<file path="src/logic/hci_pkg.sv">
// ----------------------------------------------------------
// I3C HCI queue package
// APB widths, register map and queue payload types
// ----------------------------------------------------------
package hci_pkg;

  localparam int unsigned ApbAw = 8;
  localparam int unsigned ApbDw = 32;
  localparam int unsigned ThldW = 8;

  typedef logic [ApbAw-1:0] apb_addr_t;
  typedef logic [ApbDw-1:0] apb_data_t;
  typedef logic [ThldW-1:0] thld_t;

  // Low dword arrives with the first port write
  typedef logic [2*ApbDw-1:0] cmd_t;
  typedef logic [ApbDw-1:0] resp_t;

  // Register map
  localparam apb_addr_t RegResetCtrl   = 8'h00;
  localparam apb_addr_t RegThldCtrl    = 8'h04;
  localparam apb_addr_t RegCmdPort     = 8'h08;
  localparam apb_addr_t RegRespPort    = 8'h0C;
  localparam apb_addr_t RegQueueStatus = 8'h10;

endpackage : hci_pkg
</file>
<file path="src/logic/hci_top.sv">
// ----------------------------------------------------------
// HCI queue top: APB register block with command and
// response queues toward the controller
// ----------------------------------------------------------
module hci_top
  import hci_pkg::*;
#(
  parameter int unsigned CmdDepth  = 8,
  parameter int unsigned RespDepth = 8,
  localparam int unsigned CmdDepthW  = $clog2(CmdDepth + 1),
  localparam int unsigned RespDepthW = $clog2(RespDepth + 1)
) (
  input  logic      clk_i,
  input  logic      rst_ni,
  // APB slave
  input  logic      psel_i,
  input  logic      penable_i,
  input  logic      pwrite_i,
  input  apb_addr_t paddr_i,
  input  apb_data_t pwdata_i,
  output apb_data_t prdata_o,
  output logic      pready_o,
  output logic      pslverr_o,
  // Controller side
  output logic      cmd_rvalid_o,
  input  logic      cmd_rready_i,
  output cmd_t      cmd_rdata_o,
  input  logic      resp_wvalid_i,
  output logic      resp_wready_o,
  input  resp_t     resp_wdata_i,
  output logic      cmd_thld_trig_o,
  output logic      resp_thld_trig_o
);

  logic                  cmd_wvalid, cmd_wready;
  cmd_t                  cmd_wdata;
  logic [CmdDepthW-1:0]  cmd_depth;
  thld_t                 cmd_thld_raw, cmd_thld;
  logic                  cmd_flush, cmd_flush_done;

  logic                  resp_rvalid, resp_rready;
  resp_t                 resp_rdata;
  logic [RespDepthW-1:0] resp_depth;
  thld_t                 resp_thld_raw, resp_thld;
  logic                  resp_flush, resp_flush_done;

  hci_apb_regs #(
    .CmdDepth (CmdDepth),
    .RespDepth(RespDepth)
  ) i_regs (
    .clk_i,
    .rst_ni,
    .psel_i,
    .penable_i,
    .pwrite_i,
    .paddr_i,
    .pwdata_i,
    .prdata_o,
    .pready_o,
    .pslverr_o,
    .cmd_wvalid_o     (cmd_wvalid),
    .cmd_wready_i     (cmd_wready),
    .cmd_wdata_o      (cmd_wdata),
    .cmd_depth_i      (cmd_depth),
    .cmd_thld_o       (cmd_thld_raw),
    .cmd_thld_i       (cmd_thld),
    .cmd_trig_i       (cmd_thld_trig_o),
    .cmd_flush_o      (cmd_flush),
    .cmd_flush_done_i (cmd_flush_done),
    .resp_rvalid_i    (resp_rvalid),
    .resp_rready_o    (resp_rready),
    .resp_rdata_i     (resp_rdata),
    .resp_depth_i     (resp_depth),
    .resp_thld_o      (resp_thld_raw),
    .resp_thld_i      (resp_thld),
    .resp_trig_i      (resp_thld_trig_o),
    .resp_flush_o     (resp_flush),
    .resp_flush_done_i(resp_flush_done)
  );

  // Trigger on free slots
  hci_queue #(
    .Depth    (CmdDepth),
    .payload_t(cmd_t),
    .FreeTrig (1'b1)
  ) i_cmd_queue (
    .clk_i,
    .rst_ni,
    .wvalid_i    (cmd_wvalid),
    .wready_o    (cmd_wready),
    .wdata_i     (cmd_wdata),
    .rvalid_o    (cmd_rvalid_o),
    .rready_i    (cmd_rready_i),
    .rdata_o     (cmd_rdata_o),
    .depth_o     (cmd_depth),
    .thld_i      (cmd_thld_raw),
    .thld_o      (cmd_thld),
    .trig_o      (cmd_thld_trig_o),
    .flush_i     (cmd_flush),
    .flush_done_o(cmd_flush_done)
  );

  // Trigger on filled entries
  hci_queue #(
    .Depth    (RespDepth),
    .payload_t(resp_t),
    .FreeTrig (1'b0)
  ) i_resp_queue (
    .clk_i,
    .rst_ni,
    .wvalid_i    (resp_wvalid_i),
    .wready_o    (resp_wready_o),
    .wdata_i     (resp_wdata_i),
    .rvalid_o    (resp_rvalid),
    .rready_i    (resp_rready),
    .rdata_o     (resp_rdata),
    .depth_o     (resp_depth),
    .thld_i      (resp_thld_raw),
    .thld_o      (resp_thld),
    .trig_o      (resp_thld_trig_o),
    .flush_i     (resp_flush),
    .flush_done_o(resp_flush_done)
  );

endmodule : hci_top

</file>
<file path="src/logic/hci_apb_regs.sv">
// ----------------------------------------------------------
// HCI APB register block: reset control, thresholds,
// command and response ports, queue status
// ----------------------------------------------------------
module hci_apb_regs
  import hci_pkg::*;
#(
  parameter int unsigned CmdDepth  = 8,
  parameter int unsigned RespDepth = 8,
  localparam int unsigned CmdDepthW  = $clog2(CmdDepth + 1),
  localparam int unsigned RespDepthW = $clog2(RespDepth + 1)
) (
  input  logic                  clk_i,
  input  logic                  rst_ni,
  // APB slave
  input  logic                  psel_i,
  input  logic                  penable_i,
  input  logic                  pwrite_i,
  input  apb_addr_t             paddr_i,
  input  apb_data_t             pwdata_i,
  output apb_data_t             prdata_o,
  output logic                  pready_o,
  output logic                  pslverr_o,
  // Command queue
  output logic                  cmd_wvalid_o,
  input  logic                  cmd_wready_i,
  output cmd_t                  cmd_wdata_o,
  input  logic [CmdDepthW-1:0]  cmd_depth_i,
  output thld_t                 cmd_thld_o,
  input  thld_t                 cmd_thld_i,
  input  logic                  cmd_trig_i,
  output logic                  cmd_flush_o,
  input  logic                  cmd_flush_done_i,
  // Response queue
  input  logic                  resp_rvalid_i,
  output logic                  resp_rready_o,
  input  resp_t                 resp_rdata_i,
  input  logic [RespDepthW-1:0] resp_depth_i,
  output thld_t                 resp_thld_o,
  input  thld_t                 resp_thld_i,
  input  logic                  resp_trig_i,
  output logic                  resp_flush_o,
  input  logic                  resp_flush_done_i
);

  logic      acc, wr, rd;
  logic      sel_rst, sel_thld, sel_cmd, sel_resp, sel_stat, unmapped;
  logic      cmd_rst_q, resp_rst_q;
  logic      half_q;
  thld_t     cmd_thld_q, resp_thld_q;
  apb_data_t cmd_lo_q;

  assign acc = psel_i && penable_i;  // Access phase
  assign wr  = acc && pwrite_i;
  assign rd  = acc && !pwrite_i;

  assign sel_rst  = (paddr_i == RegResetCtrl);
  assign sel_thld = (paddr_i == RegThldCtrl);
  assign sel_cmd  = (paddr_i == RegCmdPort);
  assign sel_resp = (paddr_i == RegRespPort);
  assign sel_stat = (paddr_i == RegQueueStatus);
  assign unmapped = !(sel_rst || sel_thld || sel_cmd || sel_resp || sel_stat);

  assign pready_o = 1'b1;  // Zero-wait slave

  // Second dword completes the descriptor
  assign cmd_wvalid_o  = wr && sel_cmd && half_q;
  assign cmd_wdata_o   = {pwdata_i, cmd_lo_q};
  assign resp_rready_o = rd && sel_resp;  // Pop on read

  assign pslverr_o = acc && (unmapped
                             || (resp_rready_o && !resp_rvalid_i)
                             || (cmd_wvalid_o && !cmd_wready_i));

  assign cmd_thld_o   = cmd_thld_q;
  assign resp_thld_o  = resp_thld_q;
  assign cmd_flush_o  = cmd_rst_q;
  assign resp_flush_o = resp_rst_q;

  always_comb begin
    prdata_o = '0;
    if (rd) begin
      case (paddr_i)
        RegResetCtrl: prdata_o[1:0] = {resp_rst_q, cmd_rst_q};
        RegThldCtrl: prdata_o[2*ThldW-1:0] = {resp_thld_i, cmd_thld_i};  // Clipped values
        RegRespPort: begin
          if (resp_rvalid_i) begin
            prdata_o = resp_rdata_i;
          end
        end
        RegQueueStatus: begin
          prdata_o[7:0]  = 8'(cmd_depth_i);
          prdata_o[15:8] = 8'(resp_depth_i);
          prdata_o[16]   = cmd_trig_i;
          prdata_o[17]   = resp_trig_i;
        end
        default: prdata_o = '0;
      endcase
    end
  end

  always_ff @(posedge clk_i or negedge rst_ni) begin
    if (!rst_ni) begin
      cmd_rst_q   <= 1'b0;
      resp_rst_q  <= 1'b0;
      cmd_thld_q  <= thld_t'(1);
      resp_thld_q <= thld_t'(1);
      half_q      <= 1'b0;
    end else begin
      // Self-clearing once the queue has flushed
      if (cmd_flush_done_i) begin
        cmd_rst_q <= 1'b0;
      end
      if (resp_flush_done_i) begin
        resp_rst_q <= 1'b0;
      end
      if (wr && sel_rst) begin
        if (pwdata_i[0]) begin
          cmd_rst_q <= 1'b1;
        end
        if (pwdata_i[1]) begin
          resp_rst_q <= 1'b1;
        end
      end
      if (wr && sel_thld) begin
        cmd_thld_q  <= pwdata_i[ThldW-1:0];
        resp_thld_q <= pwdata_i[2*ThldW-1:ThldW];
      end
      if (wr && sel_cmd) begin
        half_q <= !half_q;  // A dropped command also ends the pair
      end
    end
  end

  always_ff @(posedge clk_i) begin
    if (wr && sel_cmd && !half_q) begin
      cmd_lo_q <= pwdata_i;
    end
  end

endmodule : hci_apb_regs

</file>
<file path="src/logic/hci_queue.sv">
// ----------------------------------------------------------
// HCI queue: show-ahead FIFO with occupancy count, clipped
// ready threshold, threshold trigger and one-cycle flush
// ----------------------------------------------------------
module hci_queue
  import hci_pkg::*;
#(
  parameter int unsigned Depth     = 8,
  parameter type         payload_t = logic [31:0],
  parameter bit          FreeTrig  = 1'b0,
  localparam int unsigned PtrW   = (Depth > 1) ? $clog2(Depth) : 1,
  localparam int unsigned DepthW = $clog2(Depth + 1)
) (
  input  logic              clk_i,
  input  logic              rst_ni,
  // Write side
  input  logic              wvalid_i,
  output logic              wready_o,
  input  payload_t          wdata_i,
  // Read side
  output logic              rvalid_o,
  input  logic              rready_i,
  output payload_t          rdata_o,
  // Status and control
  output logic [DepthW-1:0] depth_o,
  input  thld_t             thld_i,
  output thld_t             thld_o,
  output logic              trig_o,
  input  logic              flush_i,
  output logic              flush_done_o
);

  payload_t          mem_q [Depth];
  logic [PtrW-1:0]   wptr_q, rptr_q;
  logic [DepthW-1:0] count_q;
  logic [DepthW-1:0] free;
  logic              flush_done_q;
  logic              push, pop, do_flush;
  thld_t             eff_thld;

  function automatic logic [PtrW-1:0] ptr_inc(input logic [PtrW-1:0] ptr);
    return (ptr == PtrW'(Depth - 1)) ? '0 : ptr + 1'b1;
  endfunction

  assign wready_o = (count_q != DepthW'(Depth));
  assign rvalid_o = (count_q != '0);
  assign rdata_o  = mem_q[rptr_q];  // Head is always on the port
  assign push     = wvalid_i && wready_o;
  assign pop      = rvalid_o && rready_i;
  assign do_flush = flush_i && !flush_done_q;  // Once per request

  always_ff @(posedge clk_i or negedge rst_ni) begin
    if (!rst_ni) begin
      wptr_q       <= '0;
      rptr_q       <= '0;
      count_q      <= '0;
      flush_done_q <= 1'b0;
    end else begin
      flush_done_q <= do_flush;
      if (do_flush) begin
        wptr_q  <= '0;
        rptr_q  <= '0;
        count_q <= '0;
      end else begin
        if (push) begin
          wptr_q <= ptr_inc(wptr_q);
        end
        if (pop) begin
          rptr_q <= ptr_inc(rptr_q);
        end
        count_q <= count_q + DepthW'(push) - DepthW'(pop);
      end
    end
  end

  always_ff @(posedge clk_i) begin
    if (push) begin
      mem_q[wptr_q] <= wdata_i;
    end
  end

  assign depth_o      = count_q;
  assign flush_done_o = flush_done_q;

  // Threshold above the depth reads back as the depth
  assign thld_o   = (thld_i > thld_t'(Depth)) ? thld_t'(Depth) : thld_i;
  assign eff_thld = (thld_o == '0) ? thld_t'(1) : thld_o;
  assign free     = DepthW'(Depth) - count_q;
  assign trig_o   = FreeTrig ? (thld_t'(free) >= eff_thld)
                             : (thld_t'(count_q) >= eff_thld);

endmodule : hci_queue

</file>
<file path="config.mk">
export PLATFORM = sky130hd
export DESIGN_NAME = hci_top
export DESIGN_NICKNAME = d
export VERILOG_FILES = /design/src/logic/hci_pkg.sv /design/src/logic/hci_top.sv /design/src/logic/hci_apb_regs.sv /design/src/logic/hci_queue.sv
export SDC_FILE = /design/constraint.sdc
export NUM_CORES = 1
export LEC_CHECK = 0
export ABC_AREA = 0
export BUFFER_PORTS_ARGS = -buffer_cell sky130_fd_sc_hd__buf_4
export CAP_MARGIN = 20
export CORE_MARGIN = 2
export CORE_UTILIZATION = 65
export CTS_CLUSTER_SIZE = 8
export DETAILED_ROUTE_END_ITERATION = 10
export GPL_ROUTABILITY_DRIVEN = 0
export PLACE_DENSITY = 0.95
export SYNTH_ARGS = -nofsm -noshare
export SYNTH_HDL_FRONTEND = slang
export SYNTH_SLANG_ARGS = --single-unit
export TNS_END_PERCENT = 30
</file>
<file path="constraint.sdc">
create_clock -name clk_i -period 14.2 [get_ports clk_i]
set_input_delay 2.84 -clock clk_i [delete_from_list [all_inputs] [get_ports clk_i]]
set_output_delay 2.84 -clock clk_i [all_outputs]
set_load 0.02 [all_outputs]
</file>
==> qor.txt <==
WP data arrival -> 5.27 ns
die area -> 0.05188 mm^2
initial core utilization -> 0.6542
Via Count -> 16890
status -> complete, no violations
wire per inst -> 33.06 um
clock latency on the worst-skew pair -> 0.67 ns
post-synthesis cell type count -> 56
Tcrit/Tclk final -> 0.5711
Logic pwr share -> 0.224
CTS clk-pin slew, worst paths -> 0.05 ns
pin count of the biggest net entering global routing -> 67
Clock Power Share -> 0.360
Ports -> 181
count of clock tree sinks -> 841
Sequential Power Share -> 0.416
Die Wd -> 227.8 um
Detail Placement HPWL -> 40940 um
FILL cells -> 2246
final wirelength -> 82100 um
ys flop type -> edfxtp_1
Syn Area/Cell -> 22.16 um^2
RSZ-0062 raised after global routing -> no
Slew headroom -> 0.2271
area leader, netlist -> edfxtp_1
setup bufs post-CTS -> 0
utilization after layout -> 0.7670
Post-CTS Hold Buffers -> 0
area share of the largest cell type after synthesis -> 0.7380
layout cells sized above 1 -> 0.3457
1st-iter DRT viols -> 2516
Setup crit end kind -> output port
post-CTS sizing -> 0
switching pwr -> 2.016 mW
largest vdd supply drop -> 0.0001637 V
initial antenna violation count -> 0
drt via density -> 6.803
Non-Filler Instances -> 2483
most frequent cell after synthesis -> edfxtp_1
Worst Path Max Fanout -> 15
Setup CP Type -> in -> out
Tot GR Track Use -> 0.3206
share of flip-flops with an asynchronous set or reset -> 0.04875
internal power -> 5.121 mW
port bufs -> 179
Final Max Slew Viols -> 0
commonest cells in the netlist -> edfxtp_1 (800), mux4_2 (186), mux2_2 (71)
CP required -> 11.36 ns
GRT Residual Overflow -> 0
Tmin final -> 8.110 ns
htree depth -> 3
FMAX -> 123.3 MHz
worst hold path type -> reg -> reg
hold violation count in the final report -> 0
fin nets -> 1841
Tightest Pin Transition -> 1.159 ns
YS warnings -> 0
vias in the first global route -> 17500
Post-Syn Instances -> 1469
Synth Register Bits -> 841
post-synthesis sequential area ratio -> 0.7696
skew final -> 0.05524 ns
# diodes -> 0
drt first pass iters -> 6
Fin Setup TNS -> 0 ns
Layout area overhead -> 17.24%
Max-cap violations -> 0
DRC Markers -> 0
CTS Buf Count -> 115
first-pass GRT wire length -> 120600 um
# setup viols final -> 0
Pwr Density -> 187.0 mW/mm^2
CTS tree -> built
Antenna Nets Post-Route -> 0
Fin Hold WS -> 0.5075 ns
die span in y -> 227.8 um
sw frac -> 0.2825
Startpoint Class -> input port
Placeable Area -> 0.04976 mm^2
post-synthesis net count -> 1580
dpl cells -> 2281
Row Count -> 82
Root Buffer -> clkbuf_16
clk buf depth -> 3
LEAKAGE -> 12.67 nW
Synth area leaders -> edfxtp_1 (74%), mux4_2 (13%), dfrtp_1 (3.0%), mux2_2 (2.5%), mux2i_1 (1.2%)
number of synthesized flops with an enable pin -> 800
cell area after synthesis -> 0.03255 mm^2
==> area by class of cell <==
type	count	area [um^2]	share of cell area
Sequential cell	841	25070	0.6569
Multi-Input combinational cell	545	7211	0.1889
Clock buffer	191	3184	0.08344
Timing Repair Buffer	209	1617	0.04236
Tap cell	672	840.8	0.02203
Clock inverter	7	175.2	0.004590
Inverter	18	67.56	0.001770
==> per-layer routing <==
metal / GRT usage / vias up / share of wire
li1: - / 6616 / -
met1: 0.4253 / 8630 / 0.34
met2: 0.5382 / 1422 / 0.52
met3: 0.06688 / 224 / 0.11
met4: 0.1116 / 0 / 0.035
met5: 0 / - / 0
==> logic make-up (layout without fill, tap and decap cells) <==
kind of cell	count (synthesis)	in the layout	synth area share
other	1	1	0.0001152
muxes	311	311	0.1705
buffers and inverters	83	425	0.01153
AOI/OAI and AO/OA	52	52	0.01130
adders and majority gates	32	32	0.01276
xor gates and xnor gates	7	7	0.001883
DFF	841	841	0.7696
and+or+nand+nor	142	142	0.02233
==> power by group through the flow <==
| stage | combinational, mW | clock, mW | sequential (mW) |
|---|---|---|---|
| 4_1_cts | 1.58 | 2.58 | 2.96 |
| 3_3_place_gp | 1.44 | 0 | 2.99 |
| 5_1_grt | 1.67 | 2.69 | 2.97 |
| 3_5_place_dp | 1.51 | 0 | 3.00 |
| 6_report | 1.60 | 2.57 | 2.97 |
| 2_1_floorplan | 1.05 | 0 | 2.92 |
==> metrics by stage <==
step	instance area, um^2	worst slack [ns]	power (mW)
floorplan	32550	5.018	3.974
global placement	34730	6.186	4.436
detailed placement	34730	5.979	4.514
CTS	38090	5.860	7.126
global route	38160	6.007	7.330
finish	38160	6.090	7.137
==> state kept, by name, indices dropped and copies added (netlist names), 3 cells and up <==
| register | count |
|---|---|
| i_cmd_queue.mem_q | 512 |
| i_resp_queue.mem_q | 256 |
| i_regs.cmd_lo_q | 32 |
| i_regs.cmd_thld_o | 8 |
| i_regs.resp_thld_o | 8 |
| i_cmd_queue.depth_o | 4 |
| i_resp_queue.depth_o | 4 |
| i_cmd_queue.rptr_q | 3 |
| i_cmd_queue.wptr_q | 3 |
| i_resp_queue.rptr_q | 3 |
| i_resp_queue.wptr_q | 3 |
==> path summary, 6_finish.rpt <==
path | endpoint | cells past startpoint | slack [ns] | from
min in group asynchronous | i_regs.resp_thld_o[6] | 1 | 2.17 | rst_ni
max | prdata_o[0] | 7 | 6.09 | paddr_i[4]
min reg2reg | i_regs.cmd_thld_o[5] | 1 | 0.51 | i_regs.cmd_thld_o[5]
max in group asynchronous | i_cmd_queue.rptr_q[0] | 1 | 11.53 | rst_ni
max reg2reg | i_cmd_queue.mem_q[2][33] | 7 | 10.55 | i_cmd_queue.depth_o[1]
min | i_regs.cmd_thld_o[5] | 1 | 0.51 | i_regs.cmd_thld_o[5]
==> worst max-delay path, cell delays in order <==
cell and delay (ns):
buf_4 0.17, or4_4 0.56, nor2_1 0.27, nand3_1 0.60, buf_8 0.39, o21ai_1 0.23, buf_4 0.19
==> cells in the final DEF (no fill, tap or decap), types with 3 or more instances in the layout <==
master	count
dfrtp_4	4
a22oi_1	10
a21oi_1	18
clkbuf_1	75
nor3b_2	5
nor2_1	44
xnor2_1	6
o21bai_1	3
buf_4	206
nor3_2	6
ha_1	30
nand2_1	29
mux4_2	186
mux2i_1	38
and3_1	4
nand2b_1	5
inv_1	16
mux2_1	16
nor2b_1	11
nor2_4	3
nor2_2	3
clkinv_16	4
nand3_1	6
dfrtp_1	33
a21o_1	5
edfxtp_1	800
mux2_2	71
o22ai_1	3
a32oi_1	3
clkbuf_16	116
nor3_1	5
Note: power is estimated with default switching activity, not from simulation.
